### config.mk
export PLATFORM = sky130hd
export DESIGN_NAME = floor_logic_control_unit
export DESIGN_NICKNAME = d
export VERILOG_FILES = /design/src/logic/car_pkg.sv /design/src/logic/floor_pkg.sv /design/src/logic/button_capture.sv /design/src/logic/car_command.sv /design/src/logic/floor_logic_control_unit.sv /design/src/logic/request_stack.sv
export VERILOG_INCLUDE_DIRS = /design/src /design/src/include
export SDC_FILE = /design/constraint.sdc
export NUM_CORES = 1
export LEC_CHECK = 0
export ABC_AREA = 1
export CORE_MARGIN = 4
export CORE_UTILIZATION = 60
export CTS_CLUSTER_SIZE = 12
export DETAILED_ROUTE_END_ITERATION = 12
export DONT_BUFFER_PORTS = 1
export PLACE_DENSITY = 0.76
export SYNTH_ARGS = -nofsm -noshare
export SYNTH_HDL_FRONTEND = slang
export SYNTH_SLANG_ARGS = --single-unit
export TNS_END_PERCENT = 100
### constraint.sdc
create_clock -name clock -period 11.1 [get_ports clock]
set_input_delay 1.11 -clock clock [delete_from_list [all_inputs] [get_ports clock]]
set_output_delay 1.11 -clock clock [all_outputs]
set_load 0.1 [all_outputs]
### src/include/elevator_params.svh
/*
 * Sizing constants for the floor request controller.
 * Car state codes 0 up to LAST_STOP_STATE mean stopped at floors 1 to 11;
 * every higher code is a moving or emergency state.
 */
`ifndef ELEVATOR_PARAMS_SVH
`define ELEVATOR_PARAMS_SVH

// Building size
`define NUM_FLOORS       11
`define FLOOR_WIDTH      4

// One stack slot per floor is enough, a floor is never pending twice
`define STACK_DEPTH      11

// Car state machine encoding
`define CAR_STATE_WIDTH  6
`define LAST_STOP_STATE  10

`endif

### src/logic/car_pkg.sv
/*
 * State code reported by the external car state machine.
 * Only the stop/not-stop split is interpreted here.
 */
`default_nettype none

`include "elevator_params.svh"

package car_pkg;

    // Raw state code of the car FSM
    // 0..LAST_STOP_STATE are stops, the rest are travel or emergency
    typedef logic [`CAR_STATE_WIDTH-1:0] car_state_t;

endpackage

`default_nettype wire

### src/logic/floor_pkg.sv
/*
 * Floor numbers run from 0 (floor 1) to 10 (floor 11).
 * Masks carry one bit per floor, bit 0 is the lowest floor.
 */
`default_nettype none

`include "elevator_params.svh"

package floor_pkg;

    // Floor number as used by buttons, the stack and the car
    typedef logic [`FLOOR_WIDTH-1:0] floor_t;

    // One bit per floor, for buttons and lamps
    typedef logic [`NUM_FLOORS-1:0] floor_mask_t;

    // Fill count of the request stack, 0 up to STACK_DEPTH
    typedef logic [$clog2(`STACK_DEPTH + 1)-1:0] stack_ptr_t;

endpackage

`default_nettype wire

### src/logic/button_capture.sv
/*
 * Button latch and request selector. Accepts at most one new floor per cycle,
 * panel before call and lowest floor first. Presses are dropped while the
 * stack is full or a request is still in flight to the stack.
 */
`timescale 1ns/1ps
`default_nettype none

`include "elevator_params.svh"

module button_capture (
    input  wire                        clock,
    input  wire                        reset_n,
    input  wire floor_pkg::floor_mask_t floor_call_buttons,
    input  wire floor_pkg::floor_mask_t panel_buttons,
    input  wire                        emergency_btn,
    input  wire                        power_switch,
    input  wire floor_pkg::floor_t     current_floor_state,
    input  wire car_pkg::car_state_t   elevator_state,
    input  wire                        stack_full,
    output floor_pkg::floor_mask_t     call_button_lights,
    output floor_pkg::floor_mask_t     panel_button_lights,
    output logic                       req_valid,
    output floor_pkg::floor_t          req_floor,
    output logic                       service_enabled,
    output logic                       car_stopped
);

    floor_pkg::floor_mask_t cur_mask;
    floor_pkg::floor_mask_t panel_cand;
    floor_pkg::floor_mask_t call_cand;
    floor_pkg::floor_mask_t pick_mask;
    floor_pkg::floor_mask_t stop_clear;
    floor_pkg::floor_mask_t panel_next;
    floor_pkg::floor_mask_t call_next;
    floor_pkg::floor_t      pick_floor;
    logic                   pick_panel;
    logic                   accept;
    logic                   other_lit;

    // Lowest set bit of a floor mask, 0 when the mask is empty
    function automatic floor_pkg::floor_t lowest_floor(input floor_pkg::floor_mask_t mask);
        floor_pkg::floor_t idx;
        idx = '0;
        for (int i = `NUM_FLOORS - 1; i >= 0; i--) begin
            if (mask[i]) begin
                idx = floor_pkg::floor_t'(i);
            end
        end
        return idx;
    endfunction

    //////////////////////////////////////////////////
    // Status decode
    //////////////////////////////////////////////////

    assign service_enabled = power_switch && !emergency_btn;
    assign car_stopped     = (elevator_state <= car_pkg::car_state_t'(`LAST_STOP_STATE));

    always_comb begin
        for (int i = 0; i < `NUM_FLOORS; i++) begin
            cur_mask[i] = (current_floor_state == floor_pkg::floor_t'(i));
        end
    end

    //////////////////////////////////////////////////
    // Request selection
    //////////////////////////////////////////////////

    // Unlit presses away from the current floor
    assign panel_cand = panel_buttons & ~panel_button_lights & ~cur_mask;
    assign call_cand  = floor_call_buttons & ~call_button_lights & ~cur_mask;

    assign pick_panel = |panel_cand;
    assign pick_floor = pick_panel ? lowest_floor(panel_cand) : lowest_floor(call_cand);
    assign pick_mask  = floor_pkg::floor_mask_t'(1) << pick_floor;

    // A request already sitting in req_valid has not reached the stack count yet
    assign accept = service_enabled && !stack_full && !req_valid &&
                    (pick_panel || (|call_cand));

    // Floor already pending through its other button, light only
    assign other_lit = pick_panel ? (|(pick_mask & call_button_lights))
                                  : (|(pick_mask & panel_button_lights));

    assign stop_clear = car_stopped ? cur_mask : '0;

    always_comb begin
        panel_next = panel_button_lights;
        call_next  = call_button_lights;
        if (accept && pick_panel) begin
            panel_next = panel_next | pick_mask;
        end
        if (accept && !pick_panel) begin
            call_next = call_next | pick_mask;
        end
        // Served floor, both lamps go dark
        panel_next = panel_next & ~stop_clear;
        call_next  = call_next & ~stop_clear;
    end

    //////////////////////////////////////////////////
    // Registers
    //////////////////////////////////////////////////

    always_ff @(posedge clock or negedge reset_n) begin
        if (!reset_n) begin
            call_button_lights  <= '0;
            panel_button_lights <= '0;
            req_valid           <= 1'b0;
        end else if (!service_enabled) begin
            call_button_lights  <= '0;
            panel_button_lights <= '0;
            req_valid           <= 1'b0;
        end else begin
            call_button_lights  <= call_next;
            panel_button_lights <= panel_next;
            req_valid           <= accept && !other_lit;
        end
    end

    always_ff @(posedge clock) begin
        if (accept) begin
            req_floor <= pick_floor;
        end
    end

endmodule

`default_nettype wire

### src/logic/car_command.sv
/*
 * Target floor, direction and activate level for the car FSM.
 * The car is only sent off from a stop; activate drops as soon as it moves.
 * Door permissions are combinational and need service on and the car stopped.
 */
`timescale 1ns/1ps
`default_nettype none

module car_command (
    input  wire                    clock,
    input  wire                    reset_n,
    input  wire floor_pkg::floor_t top_floor,
    input  wire                    stack_empty,
    input  wire                    service_enabled,
    input  wire                    car_stopped,
    input  wire floor_pkg::floor_t current_floor_state,
    input  wire                    door_open_btn,
    input  wire                    door_close_btn,
    output floor_pkg::floor_t      elevator_floor_selector,
    output logic                   direction_selector,
    output logic                   activate_elevator,
    output logic                   door_open_allowed,
    output logic                   door_close_allowed
);

    logic send_car;

    // Pending target elsewhere while parked
    assign send_car = service_enabled && car_stopped && !stack_empty &&
                      (top_floor != current_floor_state);

    //////////////////////////////////////////////////
    // Target registers
    //////////////////////////////////////////////////

    always_ff @(posedge clock or negedge reset_n) begin
        if (!reset_n) begin
            elevator_floor_selector <= '0;
        end else if (!stack_empty) begin
            elevator_floor_selector <= top_floor;
        end
    end

    always_ff @(posedge clock or negedge reset_n) begin
        if (!reset_n) begin
            activate_elevator  <= 1'b0;
            direction_selector <= 1'b1;
        end else begin
            activate_elevator <= send_car;
            // Direction holds when there is nowhere to go
            if (send_car) begin
                direction_selector <= (top_floor > current_floor_state);
            end
        end
    end

    //////////////////////////////////////////////////
    // Door gating
    //////////////////////////////////////////////////

    assign door_open_allowed  = service_enabled && car_stopped && door_open_btn;
    assign door_close_allowed = service_enabled && car_stopped && door_close_btn;

endmodule

`default_nettype wire

### src/logic/floor_logic_control_unit.sv
/*
 * Floor request controller, sits beside the car state machine.
 * Press to target output takes three clocks; arrival pops on the next clock.
 * Power off or emergency clears all lamps and pending requests.
 */
`timescale 1ns/1ps
`default_nettype none

module floor_logic_control_unit (
    input  wire                         clock,
    input  wire                         reset_n,
    // Buttons
    input  wire floor_pkg::floor_mask_t floor_call_buttons,
    input  wire floor_pkg::floor_mask_t panel_buttons,
    input  wire                         door_open_btn,
    input  wire                         door_close_btn,
    input  wire                         emergency_btn,
    input  wire                         power_switch,
    // Car FSM status
    input  wire floor_pkg::floor_t      current_floor_state,
    input  wire car_pkg::car_state_t    elevator_state,
    // Car FSM commands
    output floor_pkg::floor_t           elevator_floor_selector,
    output logic                        direction_selector,
    output logic                        activate_elevator,
    output logic                        door_open_allowed,
    output logic                        door_close_allowed,
    // Lamps
    output floor_pkg::floor_mask_t      call_button_lights,
    output floor_pkg::floor_mask_t      panel_button_lights
);

    logic              req_valid;
    floor_pkg::floor_t req_floor;
    logic              service_enabled;
    logic              car_stopped;
    floor_pkg::floor_t top_floor;
    logic              stack_empty;
    logic              stack_full;

    button_capture i_button_capture (
        .clock               (clock),
        .reset_n             (reset_n),
        .floor_call_buttons  (floor_call_buttons),
        .panel_buttons       (panel_buttons),
        .emergency_btn       (emergency_btn),
        .power_switch        (power_switch),
        .current_floor_state (current_floor_state),
        .elevator_state      (elevator_state),
        .stack_full          (stack_full),
        .call_button_lights  (call_button_lights),
        .panel_button_lights (panel_button_lights),
        .req_valid           (req_valid),
        .req_floor           (req_floor),
        .service_enabled     (service_enabled),
        .car_stopped         (car_stopped)
    );

    request_stack i_request_stack (
        .clock               (clock),
        .reset_n             (reset_n),
        .req_valid           (req_valid),
        .req_floor           (req_floor),
        .service_enabled     (service_enabled),
        .car_stopped         (car_stopped),
        .current_floor_state (current_floor_state),
        .top_floor           (top_floor),
        .stack_empty         (stack_empty),
        .stack_full          (stack_full)
    );

    car_command i_car_command (
        .clock                   (clock),
        .reset_n                 (reset_n),
        .top_floor               (top_floor),
        .stack_empty             (stack_empty),
        .service_enabled         (service_enabled),
        .car_stopped             (car_stopped),
        .current_floor_state     (current_floor_state),
        .door_open_btn           (door_open_btn),
        .door_close_btn          (door_close_btn),
        .elevator_floor_selector (elevator_floor_selector),
        .direction_selector      (direction_selector),
        .activate_elevator       (activate_elevator),
        .door_open_allowed       (door_open_allowed),
        .door_close_allowed      (door_close_allowed)
    );

endmodule

`default_nettype wire

### src/logic/request_stack.sv
/*
 * Last-in, first-out store of pending floors.
 * The top entry pops only while the car is stopped at that floor.
 * A push while full is dropped; the button stage never sends one.
 */
`timescale 1ns/1ps
`default_nettype none

`include "elevator_params.svh"

module request_stack (
    input  wire                    clock,
    input  wire                    reset_n,
    input  wire                    req_valid,
    input  wire floor_pkg::floor_t req_floor,
    input  wire                    service_enabled,
    input  wire                    car_stopped,
    input  wire floor_pkg::floor_t current_floor_state,
    output floor_pkg::floor_t      top_floor,
    output logic                   stack_empty,
    output logic                   stack_full
);

    floor_pkg::floor_t    stack_mem [`STACK_DEPTH];
    floor_pkg::stack_ptr_t count;
    floor_pkg::stack_ptr_t wr_ptr;
    logic                 pop;
    logic                 push;
    logic                 write_en;

    //////////////////////////////////////////////////
    // Status and top of stack
    //////////////////////////////////////////////////

    assign stack_empty = (count == '0);
    assign stack_full  = (count == floor_pkg::stack_ptr_t'(`STACK_DEPTH));
    assign top_floor   = stack_empty ? '0 : stack_mem[count - 1'b1];

    // Car has reached the floor on top
    assign pop  = car_stopped && !stack_empty && (top_floor == current_floor_state);
    assign push = req_valid;

    // Pop with push overwrites the top slot in place
    assign wr_ptr   = pop ? (count - 1'b1) : count;
    assign write_en = push && (pop || !stack_full);

    //////////////////////////////////////////////////
    // Fill count
    //////////////////////////////////////////////////

    always_ff @(posedge clock or negedge reset_n) begin
        if (!reset_n) begin
            count <= '0;
        end else if (!service_enabled) begin
            count <= '0;
        end else if (pop && !push) begin
            count <= count - 1'b1;
        end else if (push && !pop && !stack_full) begin
            count <= count + 1'b1;
        end
    end

    // Storage
    always_ff @(posedge clock) begin
        if (write_en) begin
            stack_mem[wr_ptr] <= req_floor;
        end
    end

endmodule

`default_nettype wire

Word-level counts from Yosys, hierarchy flattened --
Memory sizes are Yosys's and may differ from the RTL's. Cells that the tools add are included. Widths: inputs -> output; s select.
Storage, ports and cells: bits in registers 37, bits in latches 0, RAM bits 44, bits in read-only memories 0, input bits 38, output and inout bits 30, logic and storage cells 112, memories 1
Operators by class: $add $sub $neg 2, multipliers 0, divide/modulo/power cells 0, order comparisons 2, eq/ne operators 14, shift-type cells 1, muxes and demuxes 37, bitwise operators 14, reduce and logical (&&, ||, !) cells 33
Memories:
- i_request_stack.stack_mem | depth 11, bits a word 4, read ports 1, clocked after Yosys merged registers in 0, wr ports 1, RTL line request_stack.sv:24 | floor_pkg::floor_t stack_mem [`STACK_DEPTH];
Operators by type and width (number):
- $mux 4 | 28
- $and 11x11->11 | 8
- $mux 11 | 5
- $not 11->11 | 4
- $reduce_or 11->1 | 4
- $or 11x11->11 | 2
- $logic_and 1x1->1 | 18
- $eq 4x3->1 const B | 4
- $eq 4x4->1 const B | 4
- $shl 1x4->11 const A | 1
- $eq 4x2->1 const B | 2
- $logic_not 4->1 | 2
- $logic_not 1->1 | 7
- $le 6x4->1 const B | 1
- $add 4x1->4 const B | 1
- $eq 4x1->1 const B | 1
- $eq 4x4->1 | 1
- $gt 4x4->1 | 1
- $mux 1 | 4
- $ne 4x4->1 | 1
- $sub 4x1->4 const B | 1
- $ne 3x1->1 const B | 1
- $logic_or 1x1->1 | 2

Logic depth before layout (Yosys ltp) --
depth after elaboration 22, gate-level depth with buffers 23

By module --
A second synthesis with hierarchy kept.
Unflattened totals: cells, all modules 604, area total of the unflattened synthesis 4898.4 um^2
By module, submodules not included:
- request_stack | instances 1, cells each 252, area each 2409.8 um^2, sequential area each 1421.4 um^2
- button_capture | instances 1, cells each 305, area each 2109.5 um^2, sequential area each 695.7 um^2
- car_command | instances 1, cells each 47, area each 379.1 um^2, sequential area each 151.4 um^2

Worst setup path before layout --
OpenSTA, ideal clock, no wires.
path kind input-to-output, from input port elevator_state[0], to output port door_close_allowed, arrival 3.020 ns, setup slack 6.970 ns, cell stages on the path 8, buffers on the path 1, cells stage by stage nand2_1 -> inv_1 -> o21ai_0 -> nand3_1 -> clkbuf_1 -> inv_1 -> nand2_1 -> nor2_1
Between the ends: cells in the longest elaborated chain, start to end 3
RTL lines:
- start, declared | RTL line floor_logic_control_unit.sv:21 | input wire car_pkg::car_state_t elevator_state,
- $le 6x4->1 | RTL line button_capture.sv:58 | assign car_stopped = (elevator_state <= car_pkg::car_state_t'(`LAST_STOP_STATE));
- $logic_and 1x1->1 (2 in series) | RTL line car_command.sv:62 | assign door_close_allowed = service_enabled && car_stopped && door_close_btn;
- end, declared | RTL line floor_logic_control_unit.sv:27 | output logic door_close_allowed,
Every way passes these cells.

Final worst setup path --
from register i_request_stack.count[0], to memory i_request_stack.stack_mem[0][2] (netlist bit), enable pin
Between the ends: cells in the longest elaborated chain, start to end 9, elaborated cells between the ends (all ways) 15
RTL lines:
- start, declared | RTL line request_stack.sv:25 | floor_pkg::stack_ptr_t count;
- start signal, assigned | RTL line request_stack.sv:57 | count <= count - 1'b1;
- start signal, assigned | RTL line request_stack.sv:59 | count <= count + 1'b1;
- $sub 4x1->4 | RTL line request_stack.sv:37, request_stack.sv:44
- $mem_v2 11x4
- $mux 4 | RTL line request_stack.sv:37 | assign top_floor = stack_empty ? '0 : stack_mem[count - 1'b1];
- $eq 4x4->1 | RTL line request_stack.sv:40 | assign pop = car_stopped && !stack_empty && (top_floor == current_floor_state);
- $logic_and 1x1->1 | RTL line request_stack.sv:40
- $logic_or 1x1->1 | RTL line request_stack.sv:45 | assign write_en = push && (pop || !stack_full);
- $logic_and 1x1->1 | RTL line request_stack.sv:45
- $mux 1 | RTL line request_stack.sv:65 | if (write_en) begin
- $mux 1 (implied by the code) | RTL line request_stack.sv:66 | stack_mem[wr_ptr] <= req_floor;
- end, declared | RTL line request_stack.sv:24
Several ways; a longest one is shown, not always the timed one.

==> results <==
- The run finished with clean final reports.
- The detail route stage leaves a number of antenna-violating nets equal to 0.
- The clock tree root buffer cell is sky130_fd_sc_hd__clkbuf_8.
- The share of final-layout standard cells stronger than drive strength 1 is 0.1243.
- The sort of element at the start of the critical path is a register.
- The mean cell area of the mapped netlist is 8.533 sq um.
- For the pin with the worst max-slew slack, the measured transition is 1061 ps.
- The total routing resource utilization after global routing is 0.2669.
- The horizontal die dimension is 95.15 um.
- Final hold analysis gives a worst-case slack of 434.1 ps.
- The number of input and output port buffers inserted is 0.
- Counting cells, the worst reg-to-reg path comes to 14.
- The netlist uses 42 different library cells.
- Gates resized during post-CTS repair numbered 0.
- The number of buffers on the longest clock path is 2.
- Entering global routing, the biggest net connects 34 pins.
- The post-placement setup slack is 5971 ps.
- The tool flagged a number of max-cap violations equal to 0.
- For this block, the initial DRC count from the detailed router was 417.
- The critical path is of the reg2reg type.
- Counting flops with a built-in enable in the synthesized netlist gives 48.
- The overall via count from detail_route is 3,754.
- After clock tree synthesis, the flow added hold-fix buffers numbering 0.
- Setup repair after global routing left no endpoint under its margin.
- The height of the chip is 95.15 um.
- Static timing analysis puts the maximum clock frequency at 192.7 MHz.
- The number of setup buffers added after CTS is 0.
- The area of the multi-input gates is 0.001952 sq mm.
- The final number of hold-violating endpoints is 0.
- Dividing the detail-routed wire length by the instance count gives 18.33 um.
- Dividing total power by cell area gives a power density of 148.3 mW/mm^2.
- STA puts the critical path data required time at 11,120 ps.
- The gate count after technology mapping is 534.
- TritonCTS built the clock tree.
- Clock-pin slew was measured on the worst setup and hold paths at 90 ps.
- The final net count is 578.
- The placeable core region is 0.007331 sq mm.
- The post-synthesis net count is 578.
- The insertion delay of the later-clocked pin in the worst-skew pair is 360 ps.
- The row count is 31.
- The leading area contributor after synthesis is sky130_fd_sc_hd__edfxtp_1.
- CTS built an H-tree with a depth of 3.
- The number of failing setup endpoints in the final timing report is 0.
- The worst-path maximum fanout is 25.
- For this run, the number of Yosys warnings is 0.
- For this run, design rule violations remaining after detail routing come to 0.
- The post-synthesis async set-or-reset flop share is 0.4074.
- Once detailed placement completed, the half-perimeter wirelength came to 8977 um.
- The via count normalized by instance count is 5.884.
- The worst-case IR drop observed on VDD is 0.1259 mV.
- In this run the cell area of the synthesized design comes to 0.004557 sq mm.
- The worst setup path is captured at a register.
- The final number of max-transition violations is 0.
- At the worst endpoint, the arrival time is 5210 ps.
- The number of antenna violations at the first check in global routing is 0.
- The count of inserted antenna diode cells is 0.
- The number of ports placed on the die boundary is 68.
- The starting density of the core is 0.6216.
- The clock arrives with 14.77 ps of skew.
- The setup TNS is 0 ps.
- The final critical delay including setup and external delays is 5190 ps.
- Across all setup checks in the final design, the least slack found is 5910 ps.
- Of the available clock period, the critical path in the final layout requires 0.4676.
- The first-pass GRT wire length is 17,930 um.
- The filler cells instantiated in the layout total 603.
- The congestion estimate from routability-driven global placement came to 0.9820.
- The via count of the first global-routing pass was 3,459.
- The area taken by flip-flops and latches is 0.002268 sq mm.
- The share of synthesized area in the top cell type comes to 0.3163.
- In this run the tightest slew margin relative to its limit is 0.2899.
- The flop and latch count out of synthesis is 81.
- The tree built by TritonCTS fans out to 81 sinks.
- In the post-synthesis netlist, the biggest area contributors are sky130_fd_sc_hd__edfxtp_1 (32%), sky130_fd_sc_hd__dfrtp_1 (18%), sky130_fd_sc_hd__nand2_1 (9.5%).
- The layout-stage area growth over the synthesis result is 6.068%.
- The worst hold path class is in2async.
- Summed over all layers, the routed wires come to 11,690 um.
- The register area share after synthesis is 0.4978.
- The predominant post-synthesis flop cell is sky130_fd_sc_hd__edfxtp_1.
- The static leakage power is 0.002138 uW.
- The number of clock buffers inserted by TritonCTS is 9.
- The floorplan step defined a die boundary enclosing 0.009054 sq mm.
- The first-pass iteration count of the detailed router is 5.
- Summed over all layers, the global routing overflow is 0.
-- synth_stat cells, types with 4 or more instances --
| cell | instances |
|---|---|
| sky130_fd_sc_hd__inv_1 | 57 |
| sky130_fd_sc_hd__inv_2 | 12 |
| sky130_fd_sc_hd__nor3_1 | 4 |
| sky130_fd_sc_hd__nor2_2 | 5 |
| sky130_fd_sc_hd__nor2_4 | 8 |
| sky130_fd_sc_hd__nand3b_1 | 6 |
| sky130_fd_sc_hd__xor2_1 | 5 |
| sky130_fd_sc_hd__edfxtp_1 | 48 |
| sky130_fd_sc_hd__nor2_1 | 60 |
| sky130_fd_sc_hd__clkbuf_1 | 8 |
| sky130_fd_sc_hd__nand2_1 | 115 |
| sky130_fd_sc_hd__dfrtp_1 | 32 |
| sky130_fd_sc_hd__o21ai_0 | 26 |
| sky130_fd_sc_hd__nand4_1 | 10 |
| sky130_fd_sc_hd__nand2_2 | 8 |
| sky130_fd_sc_hd__a21oi_1 | 38 |
| sky130_fd_sc_hd__ha_1 | 6 |
| sky130_fd_sc_hd__nand3_1 | 49 |
-- critical path: stages, from the launching register on --
cell and delay [ps]:
sky130_fd_sc_hd__dfrtp_1 780, sky130_fd_sc_hd__inv_2 350, sky130_fd_sc_hd__ha_1 650, sky130_fd_sc_hd__inv_1 320, sky130_fd_sc_hd__nand2_1 140, sky130_fd_sc_hd__a21oi_1 40
sky130_fd_sc_hd__o311ai_0 440, sky130_fd_sc_hd__nand3_1 220, sky130_fd_sc_hd__ha_1 330, sky130_fd_sc_hd__nand3_1 110, sky130_fd_sc_hd__nor3_1 540, sky130_fd_sc_hd__inv_1 130
sky130_fd_sc_hd__a21oi_1 260, sky130_fd_sc_hd__nand3b_1 200, sky130_fd_sc_hd__nor2_1 340
-- cells in the final DEF (no fill, tap or decap), types with 6 or more instances in the layout --
master,netlist,final
sky130_fd_sc_hd__edfxtp_1,48,48
sky130_fd_sc_hd__ha_1,6,6
sky130_fd_sc_hd__a21oi_1,38,38
sky130_fd_sc_hd__nand3b_1,6,6
sky130_fd_sc_hd__nand3_1,49,49
sky130_fd_sc_hd__nand4_1,10,10
sky130_fd_sc_hd__clkbuf_8,0,9
sky130_fd_sc_hd__nor2_4,8,8
sky130_fd_sc_hd__nor2_2,5,7
sky130_fd_sc_hd__nor2_1,60,58
sky130_fd_sc_hd__inv_2,12,12
sky130_fd_sc_hd__o21ai_0,26,26
sky130_fd_sc_hd__nand2_1,115,115
sky130_fd_sc_hd__dfrtp_1,32,32
sky130_fd_sc_hd__inv_1,57,57
sky130_fd_sc_hd__nand2_2,8,8
-- path summary, 6_finish.rpt --
kind	endpoint	from	slack [ps]
setup / recovery	i_request_stack.stack_mem[0][2]	i_request_stack.count[0]	5910
hold / removal	i_request_stack.count[2]	reset_n	430
setup reg to reg	i_request_stack.stack_mem[0][2]	i_request_stack.count[0]	5910
hold reg to reg	i_request_stack.count[1]	i_request_stack.count[1]	670
max in group asynchronous	i_car_command.direction_selector	reset_n	10490
min in group clock	i_request_stack.count[1]	i_request_stack.count[1]	670
-- state kept, by name, summed over array words and instances, names as in the netlist --
register and cells:
i_button_capture.req_valid 1, i_car_command.direction_selector 1, i_request_stack.count 4, i_button_capture.call_button_lights 11, i_car_command.elevator_floor_selector 4, i_button_capture.panel_button_lights 11
i_button_capture.req_floor 4, i_car_command.activate_elevator 1, i_request_stack.stack_mem 44
-- metal layers --
metal  global-route usage  share of wire  vias to the layer above
li1                     -              -                     1774
met1               0.3963           0.44                     1727
met2               0.3621           0.41                      230
met3              0.09945           0.13                       23
met4              0.07933          0.016                        0
met5                    0              0                        -
-- layout make-up --
class                           instances  area share
Clock buffer                            9     0.02563
Timing Repair Buffer                    1    0.001553
Clock inverter                          7     0.01734
Tap cell                               99     0.02563
Sequential cell                        81      0.4693
Multi-Input combinational cell        370      0.4038
Inverter                               71     0.05669
-- logic make-up (layout without fill, tap and decap cells) --
| group | Yosys count | after routing | synth area share |
|---|---|---|---|
| xor+xnor | 6 | 6 | 0.01153 |
| buf+inv | 83 | 88 | 0.07496 |
| simple gates | 277 | 277 | 0.3007 |
| compound gates | 81 | 81 | 0.09857 |
| fa+ha+maj | 6 | 6 | 0.01647 |
| flops | 81 | 81 | 0.4978 |
-- metrics by stage --
stage               instance area (sq um)  instances  total power (uW)    util
CTS                                  4833        638             719.4  0.6593
detailed placement                   4626        622             496.6  0.6310
finish                               4833        638             716.6  0.6593
global route                         4833        638             746.6  0.6593
global placement                     4626        622             496.2  0.6310
floorplan                            4557        534             474.4       -
-- power by group --
group          switching (uW)  internal [uW]
combinational            65.1           27.9
sequential               66.8            332
clock                     117            108
total                     249            467
No activity file was read; power rests on OpenSTA's default activity.
